[config.mk]
export PLATFORM = sky130hd
export DESIGN_NAME = roach_infrastructure
export DESIGN_NICKNAME = d
export VERILOG_FILES = /design/src/rtl/infra_pkg.sv /design/src/rtl/infra_sync.sv /design/src/rtl/infra_timer.sv /design/src/rtl/infra_domain_rst.sv /design/src/rtl/infra_reset_seq.sv /design/src/rtl/roach_infrastructure.sv
export SDC_FILE = /design/constraint.sdc
export NUM_CORES = 1
export LEC_CHECK = 0
export BUFFER_PORTS_ARGS = -buffer_cell sky130_fd_sc_hd__buf_2
export CAP_MARGIN = 40
export CORE_MARGIN = 2
export CORE_UTILIZATION = 38
export CTS_CLUSTER_SIZE = 24
export DETAILED_ROUTE_END_ITERATION = 10
export HOLD_SLACK_MARGIN = 0.15
export SLEW_MARGIN = 20
export SYNTH_ARGS = -nofsm -noshare
export SYNTH_HDL_FRONTEND = slang
export SYNTH_SLANG_ARGS = --single-unit
export TNS_END_PERCENT = 20
[constraint.sdc]
create_clock -name sys_clk -period 2.95 [get_ports sys_clk]
set_clock_uncertainty 0.2 [all_clocks]
set_input_delay 0.1475 -clock sys_clk [delete_from_list [all_inputs] [get_ports sys_clk]]
set_output_delay 0.1475 -clock sys_clk [all_outputs]
set_load 0.01 [all_outputs]
[src/rtl/infra_pkg.sv]
package infra_pkg;

  // Staged reset domains, released low bit first
  // bit 0 sys_clk, bit 1 sys_clk90, bit 2 sys_clk2x, bit 3 aux
  localparam int NUM_DOMAINS = 4;

  // Sequencing intervals in sys_clk cycles
  localparam int LOCK_STABLE_CYCLES = 16;  // Lock high before domain 0 release
  localparam int RST_STAGGER_CYCLES = 4;   // Gap between domain releases
  localparam int IDELAY_CAL_CYCLES  = 12;  // Calibration window

  localparam int TIMER_W    = 5;
  localparam int LOSS_CNT_W = 4;  // Saturates at all ones

  // Timer load values. Each interval above is counted from an output edge,
  // so the pipeline around the timer is taken off here.
  // Qualify covers the first stagger gap plus load and step latency
  localparam logic [TIMER_W-1:0] QUAL_LOAD =
    TIMER_W'(LOCK_STABLE_CYCLES - RST_STAGGER_CYCLES - 2);
  localparam logic [TIMER_W-1:0] STAGGER_LOAD =
    TIMER_W'(RST_STAGGER_CYCLES - 1);
  // Power-up calibration starts one cycle after the last release
  localparam logic [TIMER_W-1:0] CAL_LOAD =
    TIMER_W'(IDELAY_CAL_CYCLES - 2);
  // Recalibration load lands on the same edge as the idelay_rdy drop
  localparam logic [TIMER_W-1:0] RECAL_LOAD =
    TIMER_W'(IDELAY_CAL_CYCLES - 1);

  typedef enum logic [2:0] {
    WAIT_LOCK,
    QUALIFY,
    RELEASE,
    CALIBRATE,
    RUN
  } seq_state_t;

  // Raw asynchronous inputs, synchronized together
  typedef struct packed {
    logic mmcm_locked;
    logic idelay_rst;
  } async_ctrl_t;

  typedef struct packed {
    seq_state_t            state;
    logic [LOSS_CNT_W-1:0] lock_loss_count;
    logic                  cal_busy;
  } infra_status_t;

endpackage

[src/rtl/infra_sync.sv]
`timescale 1ns/100ps

// Two-stage synchronizer for level signals into sys_clk
module infra_sync #(
  parameter type T = logic
) (
  input  logic sys_clk,
  input  logic rst_n,
  input  T     d,
  output T     q
);

  T meta;  // First stage, may go metastable

  always_ff @(posedge sys_clk or negedge rst_n) begin
    if (!rst_n) begin
      meta <= '0;
      q    <= '0;  // Lock reads as lost after reset
    end else begin
      meta <= d;
      q    <= meta;
    end
  end

endmodule

[src/rtl/infra_timer.sv]
`timescale 1ns/100ps

module infra_timer
  import infra_pkg::*;
(
  input  logic               sys_clk,
  input  logic               rst_n,
  input  logic               load,
  input  logic [TIMER_W-1:0] value,
  output logic               done
);

  logic [TIMER_W-1:0] count;
  logic               busy;

  // Done is high exactly value cycles after the load edge
  always_ff @(posedge sys_clk or negedge rst_n) begin
    if (!rst_n) begin
      count <= '0;
      busy  <= 1'b0;
      done  <= 1'b0;
    end else begin
      done <= 1'b0;
      if (load) begin
        if (value == '0) begin
          // Degenerate interval, fire at once
          done <= 1'b1;
          busy <= 1'b0;
        end else begin
          count <= value - 1'b1;
          busy  <= 1'b1;  // Restarts a count in progress
        end
      end else if (busy) begin
        if (count == '0) begin
          done <= 1'b1;
          busy <= 1'b0;
        end else begin
          count <= count - 1'b1;
        end
      end
    end
  end

endmodule

[src/rtl/infra_domain_rst.sv]
`timescale 1ns/100ps

// Thermometer stager for the per-domain resets
// Ones fill in from bit 0, so domains come out of reset in index order
module infra_domain_rst
  import infra_pkg::*;
(
  input  logic                   sys_clk,
  input  logic                   rst_n,
  input  logic                   step,
  input  logic                   clear,
  output logic [NUM_DOMAINS-1:0] domain_rst_n,
  output logic                   all_released
);

  logic [NUM_DOMAINS-1:0] therm;

  always_ff @(posedge sys_clk or negedge rst_n) begin
    if (!rst_n) begin
      therm <= '0;  // Every domain in reset
    end else if (clear) begin
      therm <= '0;
    end else if (step) begin
      therm <= {therm[NUM_DOMAINS-2:0], 1'b1};
    end
  end

  // Bit n high means domain n is running
  assign domain_rst_n = therm;

  // Last domain out of reset
  assign all_released = therm[NUM_DOMAINS-1];

endmodule

[src/rtl/infra_reset_seq.sv]
`timescale 1ns/100ps

module infra_reset_seq
  import infra_pkg::*;
(
  input  logic               sys_clk,
  input  logic               rst_n,
  input  logic               lock,
  input  logic               cal_req,
  input  logic               timer_done,
  input  logic               all_released,
  output logic               timer_load,
  output logic [TIMER_W-1:0] timer_value,
  output logic               stage_step,
  output logic               stage_clear,
  output logic               idelay_rdy,
  output logic               op_power_on_rst,
  output infra_status_t      status
);

  seq_state_t state;
  seq_state_t state_next;

  logic                  cal_req_q;
  logic                  cal_rise;
  logic                  cal_start;     // Recalibration request accepted
  logic                  recal_active;
  logic                  lock_lost;
  logic                  idelay_rdy_next;
  logic [LOSS_CNT_W-1:0] loss_cnt;

  assign cal_rise  = cal_req & ~cal_req_q;
  assign cal_start = cal_rise & (state == RUN);
  assign lock_lost = ~lock & (state != WAIT_LOCK);

  // Domains held in reset until lock is seen, dropped at once on loss
  assign stage_clear = ~lock | (state == WAIT_LOCK);

  always_comb begin
    state_next  = state;
    timer_load  = 1'b0;
    timer_value = '0;
    stage_step  = 1'b0;
    if (lock_lost) begin
      state_next = WAIT_LOCK;
    end else begin
      case (state)
        WAIT_LOCK: begin
          if (lock) begin
            state_next  = QUALIFY;
            timer_load  = 1'b1;
            timer_value = QUAL_LOAD;
          end
        end
        QUALIFY: begin
          if (timer_done) begin
            state_next  = RELEASE;
            timer_load  = 1'b1;
            timer_value = STAGGER_LOAD;
          end
        end
        RELEASE: begin
          if (all_released) begin
            state_next  = CALIBRATE;
            timer_load  = 1'b1;  // Cuts the stagger count short
            timer_value = CAL_LOAD;
          end else if (timer_done) begin
            stage_step  = 1'b1;
            timer_load  = 1'b1;
            timer_value = STAGGER_LOAD;
          end
        end
        CALIBRATE: begin
          if (timer_done) begin
            state_next = RUN;
          end
        end
        RUN: begin
          if (cal_start) begin
            timer_load  = 1'b1;
            timer_value = RECAL_LOAD;
          end
        end
        default: state_next = WAIT_LOCK;
      endcase
    end
  end

  // Ready only in RUN, and not while a recalibration window is open
  always_comb begin
    idelay_rdy_next = idelay_rdy;
    if (state_next != RUN) begin
      idelay_rdy_next = 1'b0;
    end else if (state == CALIBRATE) begin
      idelay_rdy_next = 1'b1;
    end else if (cal_start) begin
      idelay_rdy_next = 1'b0;
    end else if (recal_active && timer_done) begin
      idelay_rdy_next = 1'b1;
    end
  end

  always_ff @(posedge sys_clk or negedge rst_n) begin
    if (!rst_n) begin
      state           <= WAIT_LOCK;
      cal_req_q       <= 1'b0;
      recal_active    <= 1'b0;
      idelay_rdy      <= 1'b0;
      op_power_on_rst <= 1'b1;
      loss_cnt        <= '0;
    end else begin
      state           <= state_next;
      cal_req_q       <= cal_req;
      idelay_rdy      <= idelay_rdy_next;
      op_power_on_rst <= (state_next != RUN);

      if (state_next != RUN) begin
        recal_active <= 1'b0;
      end else if (cal_start) begin
        recal_active <= 1'b1;
      end else if (timer_done) begin
        recal_active <= 1'b0;
      end

      // A glitch during qualification is not a real loss
      if (lock_lost && state != QUALIFY && loss_cnt != '1) begin
        loss_cnt <= loss_cnt + 1'b1;
      end
    end
  end

  assign status = '{
    state:           state,
    lock_loss_count: loss_cnt,
    cal_busy:        (state == CALIBRATE) | recal_active
  };

endmodule

[src/rtl/roach_infrastructure.sv]
`timescale 1ns/100ps

module roach_infrastructure
  import infra_pkg::*;
(
  input  logic                   sys_clk,
  input  logic                   rst_n,
  input  async_ctrl_t            ctrl_in,
  output logic                   sys_clk_lock,
  output logic                   op_power_on_rst,
  output logic                   idelay_rdy,
  output logic [NUM_DOMAINS-1:0] domain_rst_n,
  output infra_status_t          status
);

  async_ctrl_t        ctrl_sync;
  logic               timer_load;
  logic [TIMER_W-1:0] timer_value;
  logic               timer_done;
  logic               stage_step;
  logic               stage_clear;
  logic               all_released;

  // MMCM lock and recalibration request cross together
  infra_sync #(
    .T(async_ctrl_t)
  ) u_sync (
    .sys_clk (sys_clk),
    .rst_n   (rst_n),
    .d       (ctrl_in),
    .q       (ctrl_sync)
  );

  assign sys_clk_lock = ctrl_sync.mmcm_locked;

  infra_reset_seq u_seq (
    .sys_clk         (sys_clk),
    .rst_n           (rst_n),
    .lock            (ctrl_sync.mmcm_locked),
    .cal_req         (ctrl_sync.idelay_rst),
    .timer_done      (timer_done),
    .all_released    (all_released),
    .timer_load      (timer_load),
    .timer_value     (timer_value),
    .stage_step      (stage_step),
    .stage_clear     (stage_clear),
    .idelay_rdy      (idelay_rdy),
    .op_power_on_rst (op_power_on_rst),
    .status          (status)
  );

  infra_timer u_timer (
    .sys_clk (sys_clk),
    .rst_n   (rst_n),
    .load    (timer_load),
    .value   (timer_value),
    .done    (timer_done)
  );

  // Resets for sys_clk, sys_clk90, sys_clk2x and aux, in that order
  infra_domain_rst u_domain_rst (
    .sys_clk      (sys_clk),
    .rst_n        (rst_n),
    .step         (stage_step),
    .clear        (stage_clear),
    .domain_rst_n (domain_rst_n),
    .all_released (all_released)
  );

endmodule

---- Word level (Yosys, flattened, before mapping) ----
Index checks and enable logic that the tools add are counted.
word-level totals
  bits in registers ....................... 26
  latch bits .............................. 0
  memory bits (writable) .................. 0
  ROM bits ................................ 0
  output and inout port bits .............. 15
  memories kept ........................... 0
operators by class
  add/sub/neg operators ................... 3
  $mul .................................... 0
  divide/modulo/power cells ............... 0
  $lt $le $gt $ge ......................... 0
  equal/unequal tests ..................... 9
  shift operators ......................... 0
  mux-type cells .......................... 42
  bitwise logic cells ..................... 7
  reductions and logical operators ........ 12
operator list
  kind                 number
  $mux 5               6
  $mux 1               23
  $pmux 5 s4           1
  $mux 4               4
  $mux 3               5
  $pmux 3 s5           1
  $logic_not 5->1      2
  $sub 5x1->5 const B  2
  $eq 3x2->1 const B   2
  $reduce_bool 3->1    2
  $add 4x1->4 const B  1
  $ne 2x2->1 const B   2
  $ne 4x4->1 const B   1
  $pmux 1 s4           1
  $reduce_bool 2->1    2
  $reduce_bool 4->1    1
  $and 1x1->1          3
  $eq 3x1->1 const B   1
  $eq 3x3->1 const B   1
  $logic_and 1x1->1    3
  $logic_not 3->1      1
  $ne 3x1->1 const B   1
  $ne 3x3->1 const B   1
  $reduce_and 3->1     1
  other kinds (3)      5

---- Logic depth before layout (Yosys ltp) ----
  word-level depth ........................ 9
  mapped depth ............................ 9

---- Hierarchy ----
A second synthesis with hierarchy kept.
second synthesis, totals
  cells, all modules ...................... 123
  area, all modules ....................... 1352.5 µm²
by module, submodules not included
  module            times used  cells an instance  area an instance (µm²)
  infra_reset_seq   1           63                 631.9
  infra_timer       1           43                 464.2
  infra_domain_rst  1           13                 156.4
  infra_sync        1           4                  100.1

---- Worst setup path before layout ----
Ideal clock, no wire load.
  kind .................................... reg-to-reg
  start ................................... register u_seq.state[0]
  end ..................................... register u_timer.count[4]
  library setup time ...................... 126 ps
  arrival ................................. 1994 ps
  setup slack ............................. 630 ps
  stages on the path, launching flop included .. 10
  buffers on the path ..................... 1
  period minus slack after synthesis ...... 2320 ps
  cell sequence ........................... dfrtp_1 > buf_2 > and4bb_2 > o21ai_2 > nand2_2 > o21ai_0 > ha_1 > nor3b_1 > mux2i_1 > mux2i_1
between the ends
  cells in the longest elaborated chain, start to end .. 8
  elaborated cells on any way between the ends .. 21
  classes of those cells .................. add/sub: 1; eq/ne: 5; mux: 8; bitwise: 2; reduce/logical: 5
RTL lines
  what                                                   RTL line                                      RTL
  from (decl)                                            infra_reset_seq.sv:21                         seq_state_t state;
  from (signal assigned)                                 infra_reset_seq.sv:112                        state <= state_next;
  $eq 3x3->1                                             infra_reset_seq.sv:33, infra_reset_seq.sv:47
  $and 1x1->1                                            infra_reset_seq.sv:33                         assign cal_start = cal_rise & (state == RUN);
  $mux 4                                                 infra_reset_seq.sv:79                         if (cal_start) begin
  $pmux 5 s4                                             infra_reset_seq.sv:47                         case (state)
  $mux 5                                                 infra_reset_seq.sv:44                         if (lock_lost) begin
  $sub 5x1->5 / $logic_not 5->1 (equally long branches)  infra_timer.sv:30, infra_timer.sv:25
  $mux 5 / $ne 2x2->1 (equally long branches)            --
  $mux 5 / $reduce_and 3->1 (equally long branches)      --
  to (signal assigned)                                   infra_timer.sv:30                             count <= value - 1'b1;
  to (signal assigned)                                   infra_timer.sv:38                             count <= count - 1'b1;
  to (decl)                                              infra_timer.sv:13                             logic [TIMER_W-1:0] count;
Several ways; a longest one is shown, not always the timed one. The select of a mux whose other input is x is not followed.
A chain may end at the register's enable or synchronous reset.

---- Worst setup path after layout ----
  start ................................... register u_seq.state[1]
  end ..................................... register u_timer.count[4]
Same word-level chain as after synthesis.

==> results.json <==
{
  "slowest_stage": "dfrtp_1",
  "hpwl_um": 1540,
  "start_kind": "flop",
  "dieArea_um2": 3690,
  "wl_per_cell_um": 12.7,
  "tns_ns": 0,
  "gp_routability_congestion": 0.829,
  "cts-root-buf": "clkbuf_4",
  "routed_wl_um": 2190,
  "cts_tree": "yes",
  "drive_gt1_share_pct": 27.9,
  "synth_cells": 106,
  "crit_path_max_incr_delay_ns": 0.56,
  "crit_arrival_ns": 2.54,
  "timing.fmax_ghz": 0.396,
  "num_vias": 861,
  "numPortBuffers": 18,
  "ys_warn_count": 0,
  "initial_core_util_pct": 40.0,
  "synth_edf_count": 0,
  "cts_buffer_depth": 2,
  "syn-cell-area_um2": 1220,
  "clk_transition_reported_paths_ns": 0.14,
  "postCtsSetupRepairBufs": 0,
  "grt_max_degree": 24,
  "final_hold_viol_count": 0,
  "rsz0062_at_grt": "no",
  "grt_use_total_pct": 14.1,
  "slew_violations": 0,
  "finalSetupViolCount": 0,
  "hp-start": "u_sync.meta[1]$_DFF_PN0_",
  "synth_nets": 112,
  "synth_cell_types": 40,
  "ys.flop_type": "dfrtp_1",
  "critPathKind": "flop to flop",
  "reg2reg_from": "u_seq.state[1]$_DFF_PN0_",
  "grt_pass1_wl_um": 3820,
  "drtPass1Iterations": 4,
  "tightest_slew_ns": 0.507,
  "die_x_um": 60.7,
  "grt_pass1_vias": 812,
  "cp_num_buf_inv": 0,
  "crit_top_cell": "mux2i_1",
  "postCtsHoldBufs": 5,
  "die_height_um": 60.7,
  "fin_crit_sh_pct": 85.6,
  "drc": 0,
  "period_needed_ns": 2.53,
  "ys_async_sr_fraction_pct": 100,
  "cts.sinks": 26,
  "ys_seq_elements": 26,
  "clk_latency_ns": 0.32,
  "power_leakage_nw": 0.670,
  "hold_path.class": "flop to flop",
  "ys_seq_area_share_pct": 53.3,
  "max_cap_viol_count": 0,
  "cp-end-kind": "flop",
  "drt-initial-drc-count": 32,
  "startpoint": "u_seq.state[1]$_DFF_PN0_",
  "htree_levels": 1,
  "final_antenna_net_count": 0,
  "hold_slack_ns": 0.167,
  "power.density_nw_per_um2": 701,
  "num_rows": 20,
  "antenna_found_initial": 0,
  "required_ns": 2.97,
  "gr-total-overflow": 0,
  "slew_headroom_pct": 65.9,
  "crit_chain": "nand2b_1 -> o211ai_1 -> nand2_2 -> o21ai_0 -> ha_1 -> nor3b_1 -> mux2i_1 -> mux2i_1",
  "syn_area_per_cell_um2": 11.5,
  "post_cts_resized": 0,
  "antenna_cells": 0,
  "layout.nets": 136,
  "viasPerCell": 4.98,
  "max-vdd-ir-drop_uv": 396,
  "core-area_um2": 3050,
  "status": "finished clean",
  "path_delay_family": "simple AND/OR/NAND/NOR gates",
  "cts_buffers": 3,
  "io-pin-count": 19,
  "critPathMaxFanout": 10,
  "synthToLayoutAreaGrowth_pct": 17.8
}
-- layout make-up --
cell class / count / area (um^2)
timing repair buffer: 23 / 135
clock inverter: 1 / 30.0
multi-input combinational: 72 / 531
clock buffer: 3 / 22.5
tap: 44 / 55.1
sequential: 26 / 652
fill: 298 / 1610
inverter: 4 / 15.0
-- cells in the mapped netlist (2+ instances only) --
master	count	area, um^2
dfrtp_1	25	626
nor2_1	11	41.3
mux2i_1	6	60.1
nand2_1	5	18.8
inv_1	4	15.0
nand2b_1	4	25.0
mux2_2	3	33.8
nor2b_1	3	18.8
nor3_1	3	15.0
a21oi_1	2	10.0
a22oi_1	2	15.0
buf_2	2	10.0
buf_4	2	15.0
ha_1	2	25.0
nand4_1	2	12.5
nor3b_1	2	15.0
o21ai_0	2	10.0
or4_4	2	22.5
xnor2_1	2	17.5
xor2_1	2	17.5
-- flip-flops by register name, summed over array words and instances (netlist names), 2 cells and up --
name                       flops
u_timer.count                  5
u_domain_rst.domain_rst_n      4
u_seq.loss_cnt                 4
u_seq.state                    3
u_sync.meta                    2
u_sync.q                       2
-- per-stage QoR --
stage	power, mW	worst slack [ns]	utilization, %	cell area (um^2)	std cells
4_1_cts	1.02	0.384	47.3	1450	173
3_3_place_gp	0.771	0.568	44.0	1340	164
3_5_place_dp	0.770	0.422	44.0	1340	164
5_1_grt	1.09	0.111	47.2	1440	173
2_1_floorplan	0.704	0.630	-	1220	106
6_report	1.01	0.424	47.2	1440	173
-- per-layer routing --
metal	global-route usage, %	share of wire (%)	wire [um]
met1	20.0	51	1120
met5	0	0	0
met4	4.66	1.1	23
met2	20.7	42	922
met3	4.26	5.5	121
-- final timing paths --
| check | endpoint | cells after the start | slack [ns] |
|---|---|---|---|
| max in group asynchronous | u_seq.state[2]$_DFF_PN0_ | 4 | 1.38 |
| min reg2reg | u_sync.q[1]$_DFF_PN0_ | 0 | 0.17 |
| min | u_sync.q[1]$_DFF_PN0_ | 0 | 0.17 |
| max reg2reg | u_timer.count[4]$_DFFE_PN0P_ | 8 | 0.42 |
| min in group asynchronous | u_seq.state[0]$_DFF_PN0_ | 3 | 0.49 |
| max | u_timer.count[4]$_DFFE_PN0P_ | 8 | 0.42 |
-- layout by cell type (no fill, tap or decap), types with 2 or more instances in the layout --
cell type	Yosys	layout
nand4_1	2	2
a21oi_1	2	2
or4_4	2	2
mux2_2	3	3
xor2_1	2	2
nand2b_1	4	4
o21ai_0	2	2
xnor2_1	2	2
dlygate4sd3_1	0	4
nor2b_1	3	3
nor2_1	11	11
nand2_1	5	5
nor3b_1	2	2
dfrtp_1	25	25
a22oi_1	2	2
ha_1	2	2
inv_1	4	4
buf_2	2	19
clkbuf_4	0	3
nor3_1	3	3
mux2i_1	6	6
-- logic make-up after synthesis --
family | Yosys count | share of synthesized area (%)
AOI/OAI and AO/OA | 18 | 12.3
DFF | 26 | 53.3
buffers and inverters | 8 | 3.27
adders and majority gates | 2 | 2.05
and+or+nand+nor | 39 | 18.5
muxes | 9 | 7.68
xor gates and xnor gates | 4 | 2.87
-- where the power goes --
group	switching [mW]	total, mW	internal (mW)
clock network	0.103	0.240	0.137
logic	0.139	0.282	0.144
registers	0.0742	0.487	0.413
Power figures use the tool's default switching activity.
